[src/hw/periph_consts.svh]
`ifndef PERIPH_CONSTS_SVH
`define PERIPH_CONSTS_SVH

// ----------------------------------------------------------------------
// block base addresses on the 12-bit I/O bus
// ----------------------------------------------------------------------
`define SPI_C_BASE        12'h100
`define SPI_D_BASE        12'h110
`define AF_BASE           12'h700

// ----------------------------------------------------------------------
// register offsets inside an SPI block
// ----------------------------------------------------------------------
`define SPI_OFF_PINS      4'd0     // bit-bang pins, reads lane inputs
`define SPI_OFF_START8    4'd1     // write starts an 8-bit transfer
`define SPI_OFF_START16   4'd2     // write starts a 16-bit transfer
`define SPI_OFF_IDLE      4'd3
`define SPI_OFF_DIR       4'd4     // quad lane direction, 1 = input
`define SPI_OFF_QUAD      4'd5

// ----------------------------------------------------------------------
// sample FIFO and pin reset
// ----------------------------------------------------------------------
`define AF_DEPTH          7'd64
`define AF_MAX_CREDITS    4'd8

// CS SCK IO3 IO2 MISO MOSI, chip select released
`define SPI_PIN_RESET     6'b100000

`endif

[src/hw/periph_pkg.sv]
`default_nettype none

package periph_pkg;

  // I/O bus
  typedef logic [11:0] io_addr_t;
  typedef logic [15:0] io_data_t;

  // low address bits, register select inside one block
  typedef logic [3:0]  reg_off_t;

  // IO3 IO2 MISO MOSI
  typedef logic [3:0]  spi_lanes_t;

  // CS SCK IO3 IO2 MISO MOSI, bit 5 down to bit 0
  typedef logic [5:0]  spi_pins_t;

  // FIFO pointers carry one wrap bit above the 64-entry index
  typedef logic [6:0]  af_count_t;

  // sink credits, 0 up to the cap of 8
  typedef logic [3:0]  af_credit_t;

endpackage

`default_nettype wire

[src/hw/spi_engine.sv]
`default_nettype none
`timescale 1ns/1ps

module spi_engine (
  input  wire                      cpuclk_i,
  input  wire                      sckclock_i,
  input  wire                      start8_i,
  input  wire                      start16_i,
  input  wire periph_pkg::io_data_t   tx_i,
  input  wire                      quad_i,
  input  wire                      dir_i,
  input  wire periph_pkg::spi_lanes_t lanes_i,
  output periph_pkg::io_data_t     rx_o,
  output logic                     idle_o,
  output periph_pkg::spi_pins_t    pins_o,
  output periph_pkg::spi_lanes_t   oe_o
);

  import periph_pkg::*;

  logic       running;
  logic [4:0] counter;
  logic [4:0] counter_next;
  logic       sck;
  io_data_t   shifter;
  io_data_t   tx_swapped;
  spi_lanes_t lanes_out;

  // quad moves four bits per clock, so the counter steps by four
  assign counter_next = counter + (quad_i ? 5'd4 : 5'd1);
  assign tx_swapped   = {tx_i[7:0], tx_i[15:8]};    // low byte goes out first
  assign sck          = quad_i ? counter[2] : counter[0];

  // ----------------------------------------------------------------------
  // transfer control
  // ----------------------------------------------------------------------
  // 8-bit transfers start half way round, both end on the wrap to zero
  always_ff @(posedge cpuclk_i or posedge sckclock_i) begin
    if (sckclock_i) begin
      running <= 1'b0;
      counter <= 5'd0;
    end else if (start8_i) begin
      running <= 1'b1;
      counter <= 5'd16;
    end else if (start16_i) begin
      running <= 1'b1;
      counter <= 5'd0;
    end else if (running) begin
      running <= (counter_next != 5'd0);
      counter <= counter_next;
    end
  end

  // shift on the high half of sck
  always_ff @(posedge cpuclk_i) begin
    if (start8_i || start16_i) begin
      shifter <= tx_swapped;
    end else if (running && sck) begin
      if (quad_i) begin
        shifter <= {shifter[11:0], lanes_i};
      end else begin
        shifter <= {shifter[14:0], lanes_i[1]};   // MISO
      end
    end
  end

  // ----------------------------------------------------------------------
  // pad side
  // ----------------------------------------------------------------------
  assign lanes_out = quad_i ? shifter[15:12] : {3'b000, shifter[15]};

  // data lanes stay low between transfers so the bit-bang value shows
  assign pins_o = {1'b0, sck, running ? lanes_out : 4'b0000};

  // single mode always listens on MISO, quad follows dir
  assign oe_o   = quad_i ? {4{~dir_i}} : 4'b1101;

  assign idle_o = ~running;
  assign rx_o   = shifter;

endmodule

`default_nettype wire

[src/hw/spi_channel.sv]
`default_nettype none
`timescale 1ns/1ps

`include "periph_consts.svh"

module spi_channel (
  input  wire                         cpuclk_i,
  input  wire                         sckclock_i,
  input  wire                         sel_i,
  input  wire                         io_w_i,
  input  wire periph_pkg::reg_off_t   reg_off_i,
  input  wire periph_pkg::io_data_t   io_wd_i,
  input  wire periph_pkg::spi_lanes_t lanes_i,
  output periph_pkg::io_data_t        rdata_o,
  output logic                        cs_o,
  output logic                        sck_o,
  output periph_pkg::spi_lanes_t      lanes_o,
  output periph_pkg::spi_lanes_t      lanes_oe_o
);

  import periph_pkg::*;

  logic       wr;
  logic       start8;
  logic       start16;
  logic       dir;
  logic       quad;
  spi_pins_t  pin_reg;        // bit-bang pins
  spi_pins_t  eng_pins;
  spi_pins_t  pad_out;
  io_data_t   eng_rx;
  logic       eng_idle;

  assign wr      = sel_i & io_w_i;
  assign start8  = wr & (reg_off_i == `SPI_OFF_START8);
  assign start16 = wr & (reg_off_i == `SPI_OFF_START16);

  // ----------------------------------------------------------------------
  // control registers
  // ----------------------------------------------------------------------
  always_ff @(posedge cpuclk_i or posedge sckclock_i) begin
    if (sckclock_i) begin
      pin_reg <= `SPI_PIN_RESET;
      dir     <= 1'b0;
      quad    <= 1'b0;
    end else if (wr) begin
      case (reg_off_i)
        `SPI_OFF_PINS: pin_reg <= io_wd_i[5:0];
        `SPI_OFF_DIR:  dir     <= io_wd_i[0];
        `SPI_OFF_QUAD: quad    <= io_wd_i[0];
        default: ;                               // starts go to the engine
      endcase
    end
  end

  spi_engine spi_engine_inst (
    .cpuclk_i   (cpuclk_i),
    .sckclock_i (sckclock_i),
    .start8_i   (start8),
    .start16_i  (start16),
    .tx_i       (io_wd_i),
    .quad_i     (quad),
    .dir_i      (dir),
    .lanes_i    (lanes_i),
    .rx_o       (eng_rx),
    .idle_o     (eng_idle),
    .pins_o     (eng_pins),
    .oe_o       (lanes_oe_o)
  );

  // bit-bang and engine share the pads
  assign pad_out = pin_reg | eng_pins;
  assign cs_o    = pad_out[5];
  assign sck_o   = pad_out[4];
  assign lanes_o = pad_out[3:0];

  // ----------------------------------------------------------------------
  // read data, valid for the current offset whether selected or not
  // ----------------------------------------------------------------------
  always_comb begin
    case (reg_off_i)
      `SPI_OFF_PINS:    rdata_o = {12'd0, lanes_i};
      `SPI_OFF_START8,
      `SPI_OFF_START16: rdata_o = eng_rx;
      `SPI_OFF_IDLE:    rdata_o = {15'd0, eng_idle};
      default:          rdata_o = 16'd0;
    endcase
  end

endmodule

`default_nettype wire

[src/hw/audio_fifo.sv]
`default_nettype none
`timescale 1ns/1ps

`include "periph_consts.svh"

module audio_fifo (
  input  wire                       cpuclk_i,
  input  wire                       sckclock_i,
  input  wire                       sel_i,
  input  wire                       io_w_i,
  input  wire periph_pkg::io_data_t io_wd_i,
  input  wire                       credit_i,
  output periph_pkg::io_data_t      rdata_o,
  output periph_pkg::io_data_t      sample_o,
  output logic                      sample_valid_o
);

  import periph_pkg::*;

  io_data_t   mem [0:`AF_DEPTH-1];
  af_count_t  wr_ptr;
  af_count_t  rd_ptr;
  af_count_t  fill;
  af_count_t  space;
  af_credit_t credits;
  logic       full;
  logic       empty;
  logic       push;
  logic       pop;
  logic       grant;

  assign fill  = wr_ptr - rd_ptr;        // wrap bit keeps full and empty apart
  assign full  = (fill == `AF_DEPTH);
  assign empty = (fill == 7'd0);
  assign space = `AF_DEPTH - fill;

  assign rdata_o = {9'd0, space};

  // ----------------------------------------------------------------------
  // write side
  // ----------------------------------------------------------------------
  assign push = sel_i & io_w_i & ~full;   // dropped when full

  always_ff @(posedge cpuclk_i) begin
    if (push) begin
      mem[wr_ptr[5:0]] <= io_wd_i;
    end
  end

  always_ff @(posedge cpuclk_i or posedge sckclock_i) begin
    if (sckclock_i) begin
      wr_ptr <= '0;
    end else if (push) begin
      wr_ptr <= wr_ptr + 7'd1;
    end
  end

  // ----------------------------------------------------------------------
  // credit counter and output stage
  // ----------------------------------------------------------------------
  assign grant = credit_i & (credits != `AF_MAX_CREDITS);  // saturate at cap
  assign pop   = (credits != 4'd0) & ~empty;

  always_ff @(posedge cpuclk_i or posedge sckclock_i) begin
    if (sckclock_i) begin
      credits        <= '0;
      rd_ptr         <= '0;
      sample_valid_o <= 1'b0;
    end else begin
      credits        <= credits + {3'b000, grant} - {3'b000, pop};
      sample_valid_o <= pop;                          // one sample per credit
      if (pop) begin
        rd_ptr <= rd_ptr + 7'd1;
      end
    end
  end

  // head of the queue, held until the next pop
  always_ff @(posedge cpuclk_i) begin
    if (pop) begin
      sample_o <= mem[rd_ptr[5:0]];
    end
  end

endmodule

`default_nettype wire

[src/hw/io_decoder.sv]
`default_nettype none
`timescale 1ns/1ps

`include "periph_consts.svh"

module io_decoder (
  input  wire                       cpuclk_i,
  input  wire                       sckclock_i,
  input  wire                       io_r_i,
  input  wire periph_pkg::io_addr_t io_a_i,
  input  wire periph_pkg::io_data_t spi_c_rdata_i,
  input  wire periph_pkg::io_data_t spi_d_rdata_i,
  input  wire periph_pkg::io_data_t af_rdata_i,
  output logic                      spi_c_sel_o,
  output logic                      spi_d_sel_o,
  output logic                      af_sel_o,
  output periph_pkg::reg_off_t      reg_off_o,
  output periph_pkg::io_data_t      io_rd_o,
  output logic                      io_rvalid_o
);

  import periph_pkg::*;

  io_data_t rd_next;

  // ----------------------------------------------------------------------
  // block select
  // ----------------------------------------------------------------------
  // SPI blocks own sixteen addresses each, the FIFO only its base
  assign spi_c_sel_o = ({io_a_i[11:4], 4'h0} == `SPI_C_BASE);
  assign spi_d_sel_o = ({io_a_i[11:4], 4'h0} == `SPI_D_BASE);
  assign af_sel_o    = (io_a_i == `AF_BASE);
  assign reg_off_o   = io_a_i[3:0];

  always_comb begin
    if (spi_c_sel_o) begin
      rd_next = spi_c_rdata_i;
    end else if (spi_d_sel_o) begin
      rd_next = spi_d_rdata_i;
    end else if (af_sel_o) begin
      rd_next = af_rdata_i;
    end else begin
      rd_next = 16'd0;                  // unmapped
    end
  end

  // ----------------------------------------------------------------------
  // read return, one cycle after the request
  // ----------------------------------------------------------------------
  always_ff @(posedge cpuclk_i or posedge sckclock_i) begin
    if (sckclock_i) begin
      io_rvalid_o <= 1'b0;
    end else begin
      io_rvalid_o <= io_r_i;
    end
  end

  always_ff @(posedge cpuclk_i) begin
    if (io_r_i) begin
      io_rd_o <= rd_next;
    end
  end

endmodule

`default_nettype wire

[src/hw/periph_top.sv]
`default_nettype none
`timescale 1ns/1ps

module periph_top (
  input  wire                         cpuclk_i,
  input  wire                         sckclock_i,

  // I/O bus
  input  wire                         io_w_i,
  input  wire                         io_r_i,
  input  wire periph_pkg::io_addr_t   io_a_i,
  input  wire periph_pkg::io_data_t   io_wd_i,
  output wire periph_pkg::io_data_t   io_rd_o,
  output wire                         io_rvalid_o,

  // SPI channel c
  output wire                         spi_c_cs_o,
  output wire                         spi_c_sck_o,
  output wire periph_pkg::spi_lanes_t spi_c_lanes_o,
  output wire periph_pkg::spi_lanes_t spi_c_lanes_oe_o,
  input  wire periph_pkg::spi_lanes_t spi_c_lanes_i,

  // SPI channel d
  output wire                         spi_d_cs_o,
  output wire                         spi_d_sck_o,
  output wire periph_pkg::spi_lanes_t spi_d_lanes_o,
  output wire periph_pkg::spi_lanes_t spi_d_lanes_oe_o,
  input  wire periph_pkg::spi_lanes_t spi_d_lanes_i,

  // sample output, credit flow control
  input  wire                         credit_i,
  output wire periph_pkg::io_data_t   sample_o,
  output wire                         sample_valid_o
);

  import periph_pkg::*;

  logic     spi_c_sel;
  logic     spi_d_sel;
  logic     af_sel;
  reg_off_t reg_off;
  io_data_t spi_c_rdata;
  io_data_t spi_d_rdata;
  io_data_t af_rdata;

  io_decoder io_decoder_inst (
    .cpuclk_i      (cpuclk_i),
    .sckclock_i    (sckclock_i),
    .io_r_i        (io_r_i),
    .io_a_i        (io_a_i),
    .spi_c_rdata_i (spi_c_rdata),
    .spi_d_rdata_i (spi_d_rdata),
    .af_rdata_i    (af_rdata),
    .spi_c_sel_o   (spi_c_sel),
    .spi_d_sel_o   (spi_d_sel),
    .af_sel_o      (af_sel),
    .reg_off_o     (reg_off),
    .io_rd_o       (io_rd_o),
    .io_rvalid_o   (io_rvalid_o)
  );

  // ----------------------------------------------------------------------
  // SPI channels at 0x100 and 0x110
  // ----------------------------------------------------------------------
  spi_channel spi_c_inst (
    .cpuclk_i   (cpuclk_i),
    .sckclock_i (sckclock_i),
    .sel_i      (spi_c_sel),
    .io_w_i     (io_w_i),
    .reg_off_i  (reg_off),
    .io_wd_i    (io_wd_i),
    .lanes_i    (spi_c_lanes_i),
    .rdata_o    (spi_c_rdata),
    .cs_o       (spi_c_cs_o),
    .sck_o      (spi_c_sck_o),
    .lanes_o    (spi_c_lanes_o),
    .lanes_oe_o (spi_c_lanes_oe_o)
  );

  spi_channel spi_d_inst (
    .cpuclk_i   (cpuclk_i),
    .sckclock_i (sckclock_i),
    .sel_i      (spi_d_sel),
    .io_w_i     (io_w_i),
    .reg_off_i  (reg_off),
    .io_wd_i    (io_wd_i),
    .lanes_i    (spi_d_lanes_i),
    .rdata_o    (spi_d_rdata),
    .cs_o       (spi_d_cs_o),
    .sck_o      (spi_d_sck_o),
    .lanes_o    (spi_d_lanes_o),
    .lanes_oe_o (spi_d_lanes_oe_o)
  );

  audio_fifo audio_fifo_inst (
    .cpuclk_i       (cpuclk_i),
    .sckclock_i     (sckclock_i),
    .sel_i          (af_sel),
    .io_w_i         (io_w_i),
    .io_wd_i        (io_wd_i),
    .credit_i       (credit_i),
    .rdata_o        (af_rdata),
    .sample_o       (sample_o),
    .sample_valid_o (sample_valid_o)
  );

endmodule

`default_nettype wire

[config.mk]
export PLATFORM = sky130hd
export DESIGN_NAME = periph_top
export DESIGN_NICKNAME = d
export VERILOG_FILES = /design/src/hw/periph_pkg.sv /design/src/hw/spi_engine.sv /design/src/hw/spi_channel.sv /design/src/hw/audio_fifo.sv /design/src/hw/io_decoder.sv /design/src/hw/periph_top.sv
export VERILOG_INCLUDE_DIRS = /design/src /design/src/hw
export SDC_FILE = /design/constraint.sdc
export NUM_CORES = 1
export LEC_CHECK = 0
export BUFFER_PORTS_ARGS = -buffer_cell sky130_fd_sc_hd__buf_2
export CORE_MARGIN = 4
export CORE_UTILIZATION = 58
export DETAILED_ROUTE_END_ITERATION = 16
export HOLD_SLACK_MARGIN = 0.03
export PLACE_DENSITY = 0.74
export SLEW_MARGIN = 20
export SYNTH_ARGS = -nofsm -noshare
export SYNTH_HDL_FRONTEND = slang
export SYNTH_HIERARCHICAL = 1
export SYNTH_SLANG_ARGS = --single-unit
[constraint.sdc]
create_clock -name cpuclk_i -period 10.19 [get_ports cpuclk_i]
set_input_delay 1.019 -clock cpuclk_i [delete_from_list [all_inputs] [get_ports cpuclk_i]]
set_output_delay 1.019 -clock cpuclk_i [all_outputs]
set_load 0.03 [all_outputs]
==> flow_summary.yaml <==
timing:
  hold_viol_final: 0
  clock_skew_ns: 0.0240
  clock.fmax_mhz: 202
  slew_violations: 0
  rsz0062_at_grt: "false"
  fin_setup_tns_ns: 0
  tightest_slew_ns: 1.18
  hold_ws_ns: 0.302
  min_period_ns: 4.96
  final-setup-viol-count: 0
  max-slew-margin-rel_pct: 21.0
  fin_crit_sh_pct: 48.7
power_and_ir_drop:
  p_int_uw: 9080
  ir_drop_uv: 190
  cellLeakagePower_uw: 0.0167
  pwr-share-seq_pct: 42.7
  sw_frac_of_total_pct: 28.3
  powerDensity_nw_per_um2: 247
  clockPowerShare_pct: 32.3
  pwr-share-comb_pct: 25.0
  switchingPower_uw: 3580
  p_total_uw: 12700
route:
  wl_per_cell_um: 31.0
  drtAntennaViolNets: 0
  viasPerCell: 6.53
  drc: 0
  num_vias: 22974
  drt-total-wl_um: 109000
  drtIter0Drc: 3133
  firstDrtPassIters: 6
grt:
  grt_max_degree: 175
  grt-ovfl-total: 0
  grt_pass1_vias: 23417
  grt_pass1_wl_um: 162000
  antenna_found_initial: 2
  grt_usage_pct: 26.2
run:
  maxCapViolations: 0
final_layout:
  antennaDiodeCount: 0
  regArea_um2: 33900
  largest_register_ffs: 1024
  num-nets-final: 2433
  fin_util_pct: 65.2
  fill_cells: 5101
  final_cell_mix: "1088 x edfxtp_1, 320 x mux4_2, 112 x clkbuf_16"
  fin_area_um2: 51400
  final_common_cell: "edfxtp_1"
  drive_gt1_share_pct: 30.2
  multi_input_area_um2: 11300
  area_delta_synth_final_pct: 11.5
synthesis:
  yosysWarnings: 6
  ys_seq_elements: 1136
  synth.distinct_cells: 68
  syn_area_um2: 46100
  synth_area_leader_cell: "edfxtp_1"
  netlist_top_cells_area: "edfxtp_1 71%, mux4_2 16%, dfrtp_1 2.5%"
  async_flop_share_pct: 4.23
  dominantRegCellSynth: "edfxtp_1"
  yosysTopAreaCellShare_pct: 70.9
  synth_edf_count: 1088
  syn_inst: 2203
  yosysSeqAreaShare_pct: 73.5
  syn_avg_cell_area_um2: 20.9
setup_path:
  ff2ff_path_depth: 14
  worstSetupPathType: "flop to flop"
  cp_data_arrival_time_ns: 5.55
  crit_fanout: 45
  start_kind: "flop"
  worstSetupEndpointType: "flop"
  required_ns: 10.78
placed_design:
  dp_hpwl_um: 61500
  place_area_um2: 47700
  io_buffers: 94
  place.gp.congestion: 0.856
die:
  start_util_pct: 58.4
  die_x_um: 290
  fp.dieH_um: 290
  coreArea_um2: 78900
  die_area_um2: 84000
  core.rowCount: 103
  ioPinCount: 95
clocking:
  cts_htree_levels: 3
  cts_num_sinks: 1136
  cts_resized: 0
  cts_buffers: 111
  cts_hold_buf: 0
  post_cts_buffers: 0
  cts_tree: "done"
  clockBufferDepth: 3
  ctsRootBufferMaster: "clkbuf_16"
  path_clk_slew_ns: 0.06
  clock_latency_ns: 0.69
outcome:
  outcome: "complete, no violations"
worst_hold_path:
  hp-class: "input port to asynchronous set/reset pin"
-- area by class of cell --
cell class | count | share of cell area [%]
clock buffers | 148 | 5.79
clock inverters | 62 | 1.30
inverters | 30 | 0.219
multi-input cells | 911 | 22.0
flip-flops and latches | 1136 | 65.9
well taps | 1050 | 2.56
repair buffers | 179 | 2.22
-- Yosys cell counts (3+ instances only) --
cell,count
a21o_1,6
a21oi_1,9
a2bb2oi_1,13
a2bb2oi_2,9
a311o_1,3
and2_1,24
and3_1,14
buf_1,15
buf_2,25
buf_4,34
buf_6,24
clkbuf_1,36
conb_1,3
dfrtp_1,46
edfxtp_1,1088
ha_1,21
inv_1,28
mux2_2,6
mux2_4,12
mux2i_1,46
mux4_2,320
nand2_1,52
nand2b_1,15
nand3_1,29
nand3_2,3
nand3b_1,6
nand3b_2,3
nand4_1,22
nor2_1,108
nor2b_1,5
nor3_1,14
o21ai_0,24
o21ai_1,12
o22ai_1,32
or2_2,12
or2b_1,7
or3_1,4
xnor2_1,17
xor2_1,8
-- worst max-delay path, stage by stage (launching register included) --
cell and delay, ns:
dfrtp_4 1.04, inv_1 0.20, ha_1 0.40, xor2_1 0.30
nand2_1 0.12, nor3_1 0.43, nand3_1 0.33, nand2_1 0.21
inv_1 0.45, ha_1 0.48, inv_1 0.06, ha_1 0.17
inv_1 0.07, fa_1 0.42, xnor2_1 0.19
-- path summary, 6_finish.rpt --
path / slack [ns] / end / from
max reg2reg: 5.23 / audio_fifo_inst/credits[2] / audio_fifo_inst/rd_ptr[2]
max: 5.23 / audio_fifo_inst/credits[2] / audio_fifo_inst/rd_ptr[2]
min in group cpuclk_i: 0.51 / spi_c_inst/pin_reg[2] / spi_c_inst/pin_reg[2]
min reg2reg: 0.51 / spi_c_inst/pin_reg[2] / spi_c_inst/pin_reg[2]
max in group asynchronous: 9.00 / audio_fifo_inst/rd_ptr[2] / sckclock_i
min: 0.30 / io_decoder_inst/io_rvalid_o / sckclock_i
-- cell families (layout without fill, tap and decap cells) --
group | Yosys count | count (layout) | synth area share (%)
adder cells (fa/ha/maj) | 23 | 23 | 0.657
multiplexers | 386 | 386 | 17.2
AO/OA/AOI/OAI | 125 | 125 | 2.00
other | 3 | 11 | 0.0244
buffers and inverters | 164 | 419 | 2.07
AND/OR/NAND/NOR | 341 | 341 | 4.04
flip-flops | 1136 | 1136 | 73.5
XOR/XNOR | 25 | 25 | 0.475
-- power groups by stage --
stage          logic (uW)  registers [uW]  clock network [uW]
3_3_place_gp         3120            5510                   0
5_1_grt              3340            5420                4340
4_1_cts              3190            5410                4120
2_1_floorplan        2330            5400                   0
3_5_place_dp         3170            5510                   0
6_report             3160            5410                4090
-- layer usage --
layer  track usage (%)  routed length (um)
met5                 0                   0
met4              6.56                2680
met3              4.13               10400
met2              41.8               53300
met1              39.1               42600
-- metrics by stage --
| stage | setup WS [ns] | instances |
|---|---|---|
| floorplan | 6.06 | 2211 |
| CTS | 5.30 | 3516 |
| detailed placement | 5.29 | 3306 |
| finish | 5.23 | 3516 |
| global placement | 5.45 | 3306 |
| global route | 4.91 | 3516 |
Note: power is estimated with default switching activity, not from simulation.
